===== src/hdl/opl_pkg.sv =====
package opl_pkg;

    localparam int num_slots = 18;  // operators per round
    localparam int num_ch    = 9;

    // position of the active slot
    typedef struct packed {
        logic [1:0] group;
        logic [2:0] subslot;
        logic       op;             // carrier, subslots 3 to 5
    } slot_pos_t;

    typedef struct packed {
        logic       wr;
        logic       addr_phase;     // din carries an address
        logic [7:0] din;
    } host_wr_t;

    // views of one operator data byte
    typedef struct packed {
        logic       am;
        logic       vib;
        logic       egt;
        logic       ksr;
        logic [3:0] mult;
    } mult_reg_t;

    typedef struct packed {
        logic [1:0] ksl;
        logic [5:0] tl;
    } ksl_tl_t;

    typedef struct packed {
        logic [3:0] ar;
        logic [3:0] dr;
    } ar_dr_t;

    typedef struct packed {
        logic [3:0] sl;
        logic [3:0] rr;
    } sl_rr_t;

    typedef union packed {
        mult_reg_t mult;
        ksl_tl_t   ksl_tl;
        ar_dr_t    ar_dr;
        sl_rr_t    sl_rr;
    } op_reg_u;

    typedef struct packed {
        logic mult;
        logic ksl_tl;
        logic ar_dr;
        logic sl_rr;
        logic wav;
    } op_up_t;

    typedef struct packed {
        logic fnumlo;
        logic fnumhi;
        logic fbcon;
    } ch_up_t;

    // one channel, 18 bits
    typedef struct packed {
        logic       keyon;
        logic [2:0] block;
        logic [9:0] fnum;
        logic [2:0] fb;
        logic       con;
    } ch_cfg_t;

    // wav kept lowest so it can be dropped from storage
    typedef struct packed {
        logic       am;
        logic       vib;
        logic       en_sus;
        logic       ks;
        logic [3:0] mul;
        logic [1:0] ksl;
        logic [5:0] tl;
        logic [3:0] ar;
        logic [3:0] dr;
        logic [3:0] sl;
        logic [3:0] rr;
        logic [1:0] wav;
    } op_cfg_t;

endpackage


===== src/hdl/opl_ch_delay.sv =====
`timescale 1ns/10ps

module opl_ch_delay import opl_pkg::*; #(
    parameter int stages = 3
) (
    input  logic    clk,
    input  logic    rst,
    input  logic    cen,
    input  ch_cfg_t din,
    output ch_cfg_t dout
);

    ch_cfg_t line [0:stages-1];

    always_ff @(posedge clk or posedge rst) begin
        if (rst) begin
            for (int i = 0; i < stages; i++) begin
                line[i] <= '0;
            end
        end else if (cen) begin
            line[0] <= din;
            for (int i = 1; i < stages; i++) begin
                line[i] <= line[i-1];
            end
        end
    end

    assign dout = line[stages-1];

endmodule


===== src/hdl/opl_op_csr.sv =====
`timescale 1ns/10ps

module opl_op_csr import opl_pkg::*; #(
    parameter int opl_type = 1
) (
    input  logic    clk,
    input  logic    rst,
    input  logic    cen,
    input  op_reg_u dat,
    input  op_up_t  op_up,
    input  logic    update_I,
    input  logic    update_II,
    input  logic    update_IV,
    output op_cfg_t shift_out
);

    localparam int cfg_w = $bits(op_cfg_t);
    localparam int w     = (opl_type == 2) ? cfg_w : cfg_w - 2;  // no wav on type 1

    logic [num_slots-1:0][w-1:0] sr;
    logic [w-1:0]                word_in;
    op_cfg_t                     nxt;

    // each field is loaded when its own stage sees the addressed slot
    always_comb begin
        nxt = shift_out;
        if (update_I && op_up.mult) begin
            nxt.vib    = dat.mult.vib;
            nxt.en_sus = dat.mult.egt;
        end
        if (update_II && op_up.mult) begin
            nxt.ks  = dat.mult.ksr;
            nxt.mul = dat.mult.mult;
        end
        if (update_IV && op_up.mult) nxt.am = dat.mult.am;
        if (update_IV && op_up.ksl_tl) begin
            nxt.ksl = dat.ksl_tl.ksl;
            nxt.tl  = dat.ksl_tl.tl;
        end
        if (update_I && op_up.ar_dr) begin
            nxt.ar = dat.ar_dr.ar;
            nxt.dr = dat.ar_dr.dr;
        end
        if (update_I && op_up.sl_rr) begin
            nxt.sl = dat.sl_rr.sl;
            nxt.rr = dat.sl_rr.rr;
        end
        if (update_I && op_up.wav) nxt.wav = dat[1:0];
    end

    if (opl_type == 2) begin : g_wav
        assign word_in   = nxt;
        assign shift_out = sr[num_slots-1];
    end else begin : g_no_wav
        assign word_in   = nxt[cfg_w-1:2];
        assign shift_out = {sr[num_slots-1], 2'b00};   // wav reads 0
    end

    always_ff @(posedge clk or posedge rst) begin
        if (rst) begin
            sr <= '0;
        end else if (cen) begin
            sr <= {sr[num_slots-2:0], word_in};
        end
    end

endmodule


===== src/hdl/opl_reg_decode.sv =====
`timescale 1ns/10ps

module opl_reg_decode import opl_pkg::*; #(
    parameter int opl_type = 1
) (
    input  logic       clk,
    input  logic       rst,
    input  logic       cen,
    input  host_wr_t   host,
    input  logic       zero,
    output op_up_t     op_up,
    output ch_up_t     ch_up,
    output logic [1:0] sel_group,
    output logic [2:0] sel_sub,
    output op_reg_u    dat,
    output logic       write,
    output logic       rhy_en,
    output logic [4:0] rhy_kon,
    output logic       wave_mode
);

    logic [7:0] addr;
    logic       data_wr;
    logic       zcnt;       // first zero pulse seen
    op_up_t     op_hit;
    ch_up_t     ch_hit;
    logic [1:0] dec_group;
    logic [2:0] dec_sub;

    assign data_wr = host.wr && !host.addr_phase;

    always_comb begin
        logic       op_ok;
        logic       ch_ok;
        logic [3:0] ch_num;
        op_ok     = addr[4:3] != 2'd3 && addr[2:0] <= 3'd5;
        ch_num    = addr[3:0];
        ch_ok     = ch_num < num_ch;
        op_hit    = '0;
        ch_hit    = '0;
        dec_group = addr[4:3];
        dec_sub   = addr[2:0];
        case (addr[7:5])
            3'd1: op_hit.mult   = op_ok;
            3'd2: op_hit.ksl_tl = op_ok;
            3'd3: op_hit.ar_dr  = op_ok;
            3'd4: op_hit.sl_rr  = op_ok;
            3'd7: op_hit.wav    = op_ok && opl_type == 2;
            default: ;
        endcase
        case (addr[7:4])
            4'ha: ch_hit.fnumlo = ch_ok;
            4'hb: ch_hit.fnumhi = ch_ok;
            4'hc: ch_hit.fbcon  = ch_ok;
            default: ;
        endcase
        if (ch_hit != '0) begin
            // three channels per group
            dec_group = 2'(ch_num / 3);
            dec_sub   = 3'(ch_num % 3);
        end
    end

    always_ff @(posedge clk or posedge rst) begin
        if (rst) begin
            addr      <= '0;
            op_up     <= '0;
            ch_up     <= '0;
            sel_group <= '0;
            sel_sub   <= '0;
            write     <= 1'b0;
            zcnt      <= 1'b0;
            rhy_en    <= 1'b0;
            rhy_kon   <= '0;
            wave_mode <= 1'b0;
        end else begin
            write <= data_wr;
            if (host.wr && host.addr_phase) addr <= host.din;
            if (data_wr) begin
                op_up     <= op_hit;
                ch_up     <= ch_hit;
                sel_group <= dec_group;
                sel_sub   <= dec_sub;
                zcnt      <= 1'b0;
                if (addr == 8'hbd) {rhy_en, rhy_kon} <= host.din[5:0];
                if (addr == 8'h01 && opl_type == 2) wave_mode <= host.din[5];
            end else if (cen && zero && (op_up != '0 || ch_up != '0)) begin
                // strobes drop on the second zero pulse
                zcnt <= !zcnt;
                if (zcnt) begin
                    op_up <= '0;
                    ch_up <= '0;
                end
            end
        end
    end

    always_ff @(posedge clk) begin
        if (data_wr) dat <= host.din;
    end

endmodule


===== src/hdl/opl_reg.sv =====
`timescale 1ns/10ps

module opl_reg import opl_pkg::*; #(
    parameter int opl_type = 1
) (
    input  logic       clk,
    input  logic       rst,
    input  logic       cen,
    input  op_up_t     op_up,
    input  ch_up_t     ch_up,
    input  logic [1:0] sel_group,
    input  logic [2:0] sel_sub,
    input  op_reg_u    dat,
    input  logic       write,
    input  logic       rhy_en,
    input  logic [4:0] rhy_kon,
    input  logic       wave_mode,
    output slot_pos_t  pos,
    output logic       zero,
    output ch_cfg_t    ch_I,
    output op_cfg_t    op_cfg
);

    // rhythm key-on bit order in BDh
    localparam int bd = 4, sd = 3, tom = 2, tc = 1, hh = 0;

    logic [num_slots-1:0] slot;     // one hot
    logic [2:0]           next_sub;
    logic [1:0]           next_group;
    logic                 match;
    logic                 update_I, update_II, update_III, update_IV;
    op_cfg_t              op_word;
    ch_cfg_t              grp_in  [0:2];
    ch_cfg_t              grp_out [0:2];
    ch_cfg_t              ch_cur, ch_new;
    logic [5:0]           rhy_csr;
    logic                 rhy_oen;  // rhythm override live for group 2

    assign next_sub   = pos.subslot == 3'd5 ? 3'd0 : pos.subslot + 3'd1;
    assign next_group = pos.subslot != 3'd5 ? pos.group :
                        (pos.group == 2'd2 ? 2'd0 : pos.group + 2'd1);

    always_ff @(posedge clk or posedge rst) begin
        if (rst) begin
            pos  <= '0;
            slot <= {{(num_slots-1){1'b0}}, 1'b1};
        end else if (cen) begin
            pos.group   <= next_group;
            pos.subslot <= next_sub;
            pos.op      <= next_sub >= 3'd3;
            slot        <= {slot[num_slots-2:0], slot[num_slots-1]};
        end
    end

    assign zero = slot[0];

    assign match    = {pos.group, pos.subslot} == {sel_group, sel_sub};
    assign update_I = match && !write;

    // later stages of the same update
    always_ff @(posedge clk or posedge rst) begin
        if (rst) begin
            {update_II, update_III, update_IV} <= '0;
        end else if (write) begin
            {update_II, update_III, update_IV} <= '0;   // a new target drops the old flags
        end else if (cen) begin
            update_II  <= update_I;
            update_III <= update_II;
            update_IV  <= update_III;
        end
    end

    opl_op_csr #(.opl_type(opl_type)) u_op_csr (
        .clk       (clk),
        .rst       (rst),
        .cen       (cen),
        .dat       (dat),
        .op_up     (op_up),
        .update_I  (update_I),
        .update_II (update_II),
        .update_IV (update_IV),
        .shift_out (op_word)
    );

    always_comb begin
        case (pos.group)
            2'd1:    ch_cur = grp_out[1];
            2'd2:    ch_cur = grp_out[2];
            default: ch_cur = grp_out[0];
        endcase
        ch_new = ch_cur;
        if (ch_up.fnumlo && match) ch_new.fnum[7:0] = dat;
        if (ch_up.fnumhi && match) {ch_new.keyon, ch_new.block, ch_new.fnum[9:8]} = dat[5:0];
        if (ch_up.fbcon && match) {ch_new.fb, ch_new.con} = dat[3:0];
    end

    for (genvar g = 0; g < 3; g++) begin : g_group
        assign grp_in[g] = pos.group == g ? ch_new : grp_out[g];

        opl_ch_delay #(.stages(3)) u_delay (
            .clk  (clk),
            .rst  (rst),
            .cen  (cen),
            .din  (grp_in[g]),
            .dout (grp_out[g])
        );
    end

    // key-on pattern of slots 12..17 for mod then carrier of ch 6..8
    always_ff @(posedge clk or posedge rst) begin
        if (rst) begin
            rhy_csr <= '0;
            rhy_oen <= 1'b0;
        end else if (cen) begin
            if (slot[11]) rhy_oen <= rhy_en;
            if (slot[17]) begin
                rhy_csr <= {rhy_kon[bd], rhy_kon[hh], rhy_kon[tom],
                            rhy_kon[bd], rhy_kon[sd], rhy_kon[tc]};
                rhy_oen <= 1'b0;
            end else begin
                rhy_csr <= {rhy_csr[4:0], rhy_csr[5]};
            end
        end
    end

    always_comb begin
        ch_I = ch_cur;
        if (rhy_oen) ch_I.keyon = rhy_csr[5];
        if (rhy_oen && !slot[12] && !slot[13]) begin
            ch_I.con = 1'b1;    // percussion outputs add directly
        end
        op_cfg = op_word;
        if (rhy_oen) op_cfg.en_sus = 1'b0;
        op_cfg.wav = op_word.wav & {2{wave_mode}};
    end

endmodule


===== src/hdl/opl_top.sv =====
`timescale 1ns/10ps

module opl_top import opl_pkg::*; #(
    parameter int opl_type = 1
) (
    input  logic      clk,
    input  logic      rst,
    input  logic      cen,
    input  host_wr_t  host,
    output slot_pos_t pos,
    output logic      zero,
    output ch_cfg_t   ch_I,
    output op_cfg_t   op_cfg
);

    op_up_t     op_up;
    ch_up_t     ch_up;
    logic [1:0] sel_group;
    logic [2:0] sel_sub;
    op_reg_u    dat;
    logic       write;
    logic       rhy_en;
    logic [4:0] rhy_kon;
    logic       wave_mode;

    opl_reg_decode #(.opl_type(opl_type)) u_decode (
        .clk       (clk),
        .rst       (rst),
        .cen       (cen),
        .host      (host),
        .zero      (zero),
        .op_up     (op_up),
        .ch_up     (ch_up),
        .sel_group (sel_group),
        .sel_sub   (sel_sub),
        .dat       (dat),
        .write     (write),
        .rhy_en    (rhy_en),
        .rhy_kon   (rhy_kon),
        .wave_mode (wave_mode)
    );

    opl_reg #(.opl_type(opl_type)) u_reg (
        .clk       (clk),
        .rst       (rst),
        .cen       (cen),
        .op_up     (op_up),
        .ch_up     (ch_up),
        .sel_group (sel_group),
        .sel_sub   (sel_sub),
        .dat       (dat),
        .write     (write),
        .rhy_en    (rhy_en),
        .rhy_kon   (rhy_kon),
        .wave_mode (wave_mode),
        .pos       (pos),
        .zero      (zero),
        .ch_I      (ch_I),
        .op_cfg    (op_cfg)
    );

endmodule


===== config.mk =====
export PLATFORM = sky130hd
export DESIGN_NAME = opl_top
export DESIGN_NICKNAME = d
export VERILOG_FILES = /design/src/hdl/opl_pkg.sv /design/src/hdl/opl_ch_delay.sv /design/src/hdl/opl_op_csr.sv /design/src/hdl/opl_reg_decode.sv /design/src/hdl/opl_reg.sv /design/src/hdl/opl_top.sv
export SDC_FILE = /design/constraint.sdc
export NUM_CORES = 1
export LEC_CHECK = 0
export BUFFER_PORTS_ARGS = -buffer_cell sky130_fd_sc_hd__buf_2
export CAP_MARGIN = 10
export CORE_UTILIZATION = 45
export DETAILED_ROUTE_END_ITERATION = 7
export GPL_ROUTABILITY_DRIVEN = 0
export SETUP_SLACK_MARGIN = 0.4
export SLEW_MARGIN = 25
export SYNTH_ARGS = -nofsm -noshare
export SYNTH_HDL_FRONTEND = slang
export SYNTH_SLANG_ARGS = --single-unit

===== constraint.sdc =====
create_clock -name clk -period 30.8 [get_ports clk]
set_input_delay 1.54 -clock clk [delete_from_list [all_inputs] [get_ports clk]]
set_output_delay 1.54 -clock clk [all_outputs]
set_load 0.02 [all_outputs]

Word level (Yosys, flattened, before mapping)
Cells that the tools add are included.
- register bits after elaboration: 809
- $add $sub $neg: 2
- div/mod/pow operators: 2
- order comparisons: 3
- equal/unequal tests: 14
- mux-type cells: 44
- bitwise gates (word level): 1
- reduce and logical (&&, ||, !) cells: 35
- operators by type and width (kind ; count):
    18-bit 2-to-1 mux ; 3
    18-bit case mux with 2 select lines ; 1
    4-bit by 2-bit divider with 32-bit output (second input constant) ; 1
    4-bit by 2-bit remainder unit with 32-bit output (second input constant) ; 1
    8-bit 2-to-1 mux ; 4
    1-bit 2-to-1 mux ; 21
    5-bit 2-to-1 mux ; 4
    1-bit logical AND ; 17
    3-bit 2-to-1 mux ; 5
    4-bit equality test (second input constant) ; 3
    6-bit 2-to-1 mux ; 2
    8-bit equality test (second input constant) ; 1
    2-bit AND reduction ; 4
    2-bit nonzero test ; 4
    3-bit by 2-bit equality test with 1-bit output (second input constant) ; 2
    3-bit equality test (second input constant) ; 2
    2-bit 2-to-1 mux ; 3
    3-bit nonzero test ; 2
    5-bit equality test ; 1
    1-bit logical NOT ; 5
    5-bit nonzero test ; 1
    4-bit < comparator (second input constant) ; 1
    4-bit 2-to-1 mux ; 1
    3-bit by 1-bit adder with 3-bit output (second input constant) ; 1
    other kinds (11) ; 11

Depth between registers and ports, before layout
Gate-level depths: netlist of run 1.
- word-level depth: 5
- mapped depth: 13
- mapped depth without buffers: 12

Hierarchy
Synthesis of run 1 repeated with hierarchy kept, for this count alone.
- cell total of the unflattened synthesis: 2257
- area total of the unflattened synthesis: 33981.3 um^2
- modules (own cells, without submodules) (module ; times used ; cells each ; area each (um^2)):
    opl_op_csr ; 1 ; 1367 ; 22363.9
    opl_ch_delay ; 3 ; 133 ; 2397.3
    opl_reg ; 1 ; 348 ; 2743.9
    opl_reg_decode ; 1 ; 143 ; 1681.6

Worst setup path before layout of run 1
No wires, ideal clock.
- path kind: reg-to-output
- start point: register, netlist name u_reg.pos[4]
- end point: output port ch_I[17] (netlist name)
- arrival: 2.065 ns
- data required time: 29.260 ns
- setup slack: 27.195 ns
- cell stages (with the launch flop): 7
- cells stage by stage: dfrtp_1 inv_1 ha_1 clkbuf_1 clkbuf_1 o21ai_0 o21ai_0
- RTL lines (what ; line ; RTL):
    end: declaration ; opl_top.sv:12 ; output ch_cfg_t ch_I,

Worst setup path after layout of run 1
- start point: input port cen
- end point: register u_reg.u_op_csr.sr[148] (netlist name)
- RTL lines (what ; line ; RTL):
    start: declaration ; opl_top.sv:8 ; input logic cen,
    end signal: assignment ; opl_op_csr.sv:63 ; sr <= {sr[num_slots-2:0], word_in};
    end: declaration ; opl_op_csr.sv:20 ; logic [num_slots-1:0][w-1:0] sr;
No word-level cell between the ends.

==> results of run 1 <==
-- per-stage QoR --
step                area (µm²)  utilization (%)  setup slack (ps)  hold WS, ps  cells
global placement         32800             46.8             25420          480   3024
finish                   35600             50.8             26010          493   3174
CTS                      35500             50.7             26000          496   3172
detailed placement       32800             46.8             25340          485   3024
global route             35600             50.8             25740          504   3174
floorplan                31900                -              6800          466   2155
-- power groups by stage --
stage          sequential, mW  combinational [mW]  clock [mW]
6_report                 1.80               0.866       0.985
5_1_grt                  1.87               0.958        1.06
4_1_cts                  1.80               0.879        1.02
3_5_place_dp             1.82               0.875           0
3_3_place_gp             1.80               0.843           0
2_1_floorplan            1.73               0.721           0
-- cell usage in the layout, fill, tap and decap left out, types with 41 or more instances in the layout --
master | netlist | routed
clkbuf_16 | 0 | 87
nand2_1 | 46 | 46
buf_2 | 80 | 68
dfrtp_1 | 799 | 799
a31oi_1 | 51 | 51
mux2i_1 | 41 | 41
o22ai_1 | 50 | 50
mux2_2 | 680 | 680
nor2_1 | 74 | 74
a21oi_1 | 65 | 65
-- Yosys cell counts (all sizes together), types with 8 or more instances --
cell type  count  area (µm²)
o21ai         12        60.1
nand2b        29         189
edfxtp         8         240
a31oi         51         319
inv           13        48.8
ha             9         113
mux2         686        7750
a21oi         65         325
a22oi         18         135
o22ai         50         313
nand3         15        85.1
clkbuf        35         131
dfrtp        799       20000
mux2i         41         410
buf          123         708
nand2         46         173
nor2          74         278
-- state kept, by name, indices dropped and copies added (netlist names) --
| name | flops |
|---|---|
| u_decode.write | 1 |
| u_reg.u_op_csr.sr | 544 |
| u_decode.addr | 8 |
| u_reg.u_op_csr.shift_out | 32 |
| u_decode.sel_group | 2 |
| u_reg.rhy_oen | 1 |
| u_reg.g_group.u_delay.line | 108 |
| u_decode.sel_sub | 3 |
| u_reg.update_II | 1 |
| u_reg.rhy_csr | 6 |
| u_reg.g_group.u_delay.dout | 54 |
| u_decode.ch_up | 3 |
| u_reg.pos | 6 |
| u_reg.update_III | 1 |
| u_decode.rhy_kon | 5 |
| u_decode.rhy_en | 1 |
| u_decode.op_up | 4 |
| u_reg.update_IV | 1 |
| u_decode.dat | 8 |
| u_decode.zcnt | 1 |
| u_reg.slot | 18 |
-- metal layers --
metal / track usage [%] / wire length, µm / share of wire, % / vias up
met5: 0 / 0 / 0 / -
met1: 22.3 / 25700 / 46 / 8694
met2: 25.8 / 26900 / 48 / 221
met3: 2.72 / 1910 / 3.4 / 99
li1: - / - / - / 7712
met4: 5.99 / 1520 / 2.7 / 0
-- worst register-to-register path, cell delays in order (launching register included) --
cell      delay, ps
dfrtp_1         580
inv_1           160
nor2_1          130
ha_1            280
nand2b_1        170
a41o_1          280
a221oi_1        410
ha_1            310
nor2_1           70
nand3_1         100
o22ai_1         140
a211o_1         320
a21oi_1         120
-- area by class of cell --
class	instances	area share (%)
Tap cell	940	3.30
Timing Repair Buffer	89	1.67
Clock inverter	19	0.439
Inverter	13	0.158
Multi-Input combinational cell	1176	30.3
Clock buffer	129	7.20
Sequential cell	808	56.9
-- worst min path at each step --
stage,end
after floorplan,u_decode.op_up[1]$_DFFE_PP0P_
after global placement,u_reg.g_group[2].u_delay.dout[14]$_DFFE_PP0P_
after detailed placement,u_reg.u_op_csr.sr[226]$_DFFE_PP0P_
after CTS,u_reg.u_op_csr.sr[541]$_DFFE_PP0P_
after global routing,u_reg.u_op_csr.sr[282]$_DFFE_PP0P_
final,u_reg.u_op_csr.sr[255]$_DFFE_PP0P_
-- kinds of logic after synthesis --
logic type / after synthesis
other cells: 1
compound gates: 228
fa+ha+maj: 9
buf+inv: 171
flops: 808
mux: 727
simple gates: 203
xor+xnor: 7
==> impl_metrics.json, run 1 <==
{
  "status": "finished, final reports clean",
  "arrival_ps": 5280,
  "p_leak_nw": 15.4,
  "nets": 2193,
  "drv_cap": 0,
  "crit_buf_inv": 5,
  "first_iter_violations": 968,
  "globalRouteTotalUtil_pct": 16.2,
  "n_antenna_cell": 0,
  "drt_wl_total_um": 56000,
  "cts_tree": "yes",
  "relSlewSlack_pct": 32.2,
  "clk_latency_ps": 610,
  "setup-violations-final": 0,
  "r2r_cells": 12,
  "cp_top_family": "buffers and inverters",
  "dieWidth_um": 268,
  "combPwrFrac_pct": 23.7,
  "period_share_pct": 15.5,
  "vias": 16700,
  "async_flop_share_pct": 99.0,
  "avgSynthCellArea_um2": 14.8,
  "yosysUniqueCellTypes": 62,
  "synth_ff_type": "dfrtp_1",
  "cts_setup_buffers": 0,
  "syn-cell-area_um2": 31900,
  "path_clk_slew_ps": 60,
  "setup.worst_path.end": "u_reg.u_op_csr.sr[148]$_DFFE_PP0P_",
  "power_density_nw_per_um2": 103,
  "grt_pass1_wl_um": 93400,
  "internal_power_mw": 2.59,
  "tns_ps": 0,
  "wire_per_inst_um": 17.7,
  "synthAdderAreaFrac_pct": 0.353,
  "grt_max_degree": 199,
  "yosysWarnings": 0,
  "antenna_found_initial": 0,
  "path_class": "in2reg",
  "crit_required_ps": 31290,
  "power_frac_seq_pct": 49.3,
  "cts_hold_buf": 0,
  "netSwitchingFraction_pct": 29.1,
  "grt_remaining_overflow": 0,
  "cp_slowest_cell": "buf_4",
  "die_y_um": 268,
  "root_buffer": "clkbuf_16",
  "drcViolationCount": 0,
  "synth-seq-cells": 808,
  "yosys.area_share.simple_pct": 3.20,
  "synthMuxAreaShare_pct": 25.5,
  "start_kind": "input port",
  "total_power_mw": 3.65,
  "seq_area_um2": 20300,
  "p_switching_mw": 1.06,
  "synthXorXnorAreaFrac_pct": 0.215,
  "worstSetupPathDepth": 6,
  "cts_buffer_depth": 3,
  "htree_levels": 3,
  "start_util_pct": 45.5,
  "cts_resized": 0,
  "tightest_slew_ps": 1020,
  "synth_top_family_by_area": "multiplexers",
  "min-delay-start": "u_reg.u_op_csr.sr[223]$_DFFE_PP0P_",
  "finClkSkew_ps": 14.2,
  "finalMaxSlewViolations": 0,
  "fin_crit_ps": 4790,
  "synth-compound-area-share_pct": 4.47,
  "clkPwrFrac_pct": 27.0,
  "timing.rr.start": "u_decode.addr[2]$_DFFE_PP0P_",
  "vias_per_cell": 5.27,
  "cts_sinks": 808,
  "holdPathStages": 1,
  "multi_input_area_um2": 10800,
  "max-vdd-ir-drop_uv": 88.5,
  "fillers": 5954,
  "cp_max_fo": 198,
  "end_kind": "flip-flop",
  "synth_edf_count": 8,
  "drive_gt1_share_pct": 41.1,
  "fmax_mhz": 209,
  "cp_cell_sequence": "buf_8 -> buf_16 -> buf_4 -> buf_12 -> buf_12 -> mux2_2",
  "grt_pass1_vias": 17300,
  "dp_hpwl_um": 33500,
  "r2r-end": "u_decode.sel_sub[2]$_DFFE_PP0P_",
  "rows": 97,
  "cp_common_cell": "buf_12",
  "ant_nets": 0,
  "core_um2": 70100,
  "holdCritPathClass": "reg2reg",
  "drtPass1Iterations": 5,
  "die_area_um2": 72100,
  "ys_seq_area_share_pct": 63.4,
  "io_buffers": 69,
  "postSynthCellCount": 2154,
  "hold_viol": 0,
  "ios": 72,
  "numCtsBuffers": 83,
  "critPathMaxStageDelay_ps": 810,
  "rrSetupSlack_ps": 27670,
  "areaGrowthSynthToFinish_pct": 11.5,
  "rsz0062_at_grt": "false",
  "startpoint": "cen"
}
(Power assumes the default switching activity.)
==> inputs of run 2 (changes only) <==
ABC_AREA = 1   (was not set)
clock period = 4.7 ns   (was 30.8 ns; I/O delays follow)
==> impl_metrics.json, run 2 <==
{
  "p_leak_nw": 17.4,
  "vias": 22500,
  "fin_crit_ps": 3520,
  "drv_cap": 0,
  "dr.max_layer_used": "met4",
  "max-vdd-ir-drop_uv": 291,
  "setup-violations-final": 0,
  "syn-cell-area_um2": 32200,
  "period_share_pct": 75.0,
  "dp_hpwl_um": 40800,
  "finalMaxSlewViolations": 0,
  "ys_seq_area_share_pct": 63.0,
  "tightest_slew_ps": 1020,
  "arrival_ps": 3290,
  "start_util_pct": 45.7,
  "final_common_cell": "nand2_1",
  "ios": 72,
  "end_kind": "output pin",
  "critPathMaxStageDelay_ps": 530,
  "regMostFlops": "u_reg.u_op_csr.sr",
  "drcViolationCount": 0,
  "postSynthCellCount": 3586,
  "grt_pass1_vias": 21300,
  "crit_required_ps": 4470,
  "numCtsBuffers": 86,
  "grt_pass1_wl_um": 114000,
  "cp_common_cell": "buf_4",
  "root_buffer": "clkbuf_16",
  "synth_edf_count": 8,
  "holdCritPathClass": "in2reg",
  "clk_latency_ps": 620,
  "path_class": "reg2out",
  "cts_buffer_depth": 3,
  "yosysWarnings": 0,
  "wl_met1_um": 33600,
  "finClkSkew_ps": 25.1,
  "synth_top_area_share_pct": 62.1,
  "path_clk_slew_ps": 60,
  "hold_viol": 0,
  "drtPass1Iterations": 5,
  "wl_met3_um": 3010,
  "htree_levels": 3,
  "cts_setup_buffers": 0,
  "cts_sinks": 808,
  "rows": 97,
  "areaGrowthSynthToFinish_pct": 12.1,
  "die_y_um": 269,
  "rsz0062_at_grt": "false",
  "drt_wl_total_um": 67400,
  "fmax_mhz": 284,
  "synth_ff_type": "dfrtp_1",
  "avgSynthCellArea_um2": 8.98,
  "nets": 3573,
  "final_cell_area_um2": 36100,
  "drive_gt1_share_pct": 6.75,
  "synth-seq-cells": 808,
  "status": "finished, final reports clean",
  "wire_per_inst_um": 14.8,
  "relSlewSlack_pct": 32.1,
  "async_flop_share_pct": 99.0,
  "cp_max_fo": 20,
  "antenna_found_initial": 1,
  "placed_cell_area_um2": 33000,
  "globalRouteTotalUtil_pct": 19.0,
  "core_um2": 70400,
  "start_kind": "flip-flop",
  "first_iter_violations": 2223,
  "met2_wirelength_um": 29500,
  "synth_common_cells": "nand2_1 (1228), dfrtp_1 (799), o21ai_0 (636)",
  "final_cell_mix": "nand2_1 (1228), dfrtp_1 (799), o21ai_0 (636), inv_1 (376), nand3_1 (120)",
  "die_area_um2": 72600,
  "yosysUniqueCellTypes": 31,
  "io_buffers": 69,
  "dieWidth_um": 269,
  "largest_reg_flops": 544,
  "crit_buf_inv": 5,
  "yosys-top-cells-area": "dfrtp_1 (62%), nand2_1 (14%), o21ai_0 (9.9%)",
  "cp_top_family": "buffers and inverters",
  "grt_max_degree": 236,
  "cp_slowest_cell": "clkinv_1",
  "ant_nets": 0,
  "tns_ps": 0,
  "yosysMostFrequentCell": "nand2_1",
  "cp_cell_sequence": "inv_1 -> ha_1 -> buf_4 -> clkinv_1 -> buf_4 -> o22ai_1 -> nand2_1 -> o21ai_0 -> buf_2",
  "synth_top_area_cell": "dfrtp_1",
  "power_density_nw_per_um2": 540,
  "vias_per_cell": 4.93,
  "grt_remaining_overflow": 0,
  "cts_tree": "yes"
}
-- run 2: metal layers --
metal  GRT usage, %  vias up
met5              0        -
met4           5.61        0
met3           2.98       79
met2           27.5      393
met1           29.4    10800
li1               -    11200
-- run 2: cell type report --
class,count,area [µm²]
flip-flops and latches,808,20300
inverters,383,1450
diodes,1,2.50
repair buffers,113,868
well taps,940,1180
fillers,6565,34300
multi-input cells,2159,9390
clock buffers,116,2410
clock inverters,34,515
-- run 2: repair_timing --
action                    CTS  global route
hold buffers               10             0
resized for setup           0             0
hold endpoints to repair   30             0
-- run 2: cell families after synthesis --
kind of cell	count (synthesis)	synth area share [%]
compound gates	742	11.6
xor+xnor	2	0.0544
fa+ha+maj	9	0.350
buf+inv	620	7.88
flops	808	63.0
other cells	1	0.0117
simple gates	1404	17.1
-- run 2: path summary, 6_finish.rpt --
path	start	endpoint	slack, ps	cells after the start
hold / removal	host[9]	u_decode.write$_DFF_PP0_	70	3
max in group asynchronous	rst	u_reg.pos[0]$_DFFE_PP0P_	3160	5
hold reg to reg	u_reg.slot[2]$_DFFE_PP0P_	u_reg.slot[3]$_DFFE_PP0P_	460	2
setup reg to reg	u_reg.pos[4]$_DFFE_PP0P_	u_reg.g_group[1].u_delay.line[52]$_DFFE_PP0P_	1870	12
min in group asynchronous	rst	u_reg.u_op_csr.sr[233]$_DFFE_PP0P_	180	3
setup / recovery	u_reg.pos[4]$_DFFE_PP0P_	ch_I[16]	1180	9
-- run 2: report_power, final --
group	switching [mW]	internal (mW)	leakage [nW]
clock network	2.73	4.25	1.43
registers	0.732	8.42	10.6
logic	2.29	1.06	5.39
-- run 2: worst reg2reg max path, cell delays in order (launching register included) --
cell and delay, ps:
dfrtp_1 430, inv_1 150, ha_1 160, buf_4 290, clkinv_1 540, buf_4 420
o22ai_1 190, nand2_1 60, o21ai_0 190, nand2_1 160, nand3_1 100, nand2_1 50
nand2_1 50
-- run 2: through the flow --
step / hold slack (ps) / utilization, % / total power, mW / setup slack, ps / cells
after floorplan: 334 / - / 11.6 / -6510 / 3587
after detailed placement: 278 / 46.9 / 12.6 / 1840 / 4392
after CTS: 30.1 / 51.2 / 19.7 / 1160 / 4552
after global routing: 75.0 / 51.2 / 20.6 / 946 / 4554
final: 70.0 / 51.2 / 19.5 / 1180 / 4554
after global placement: 285 / 46.9 / 12.5 / 1910 / 4392
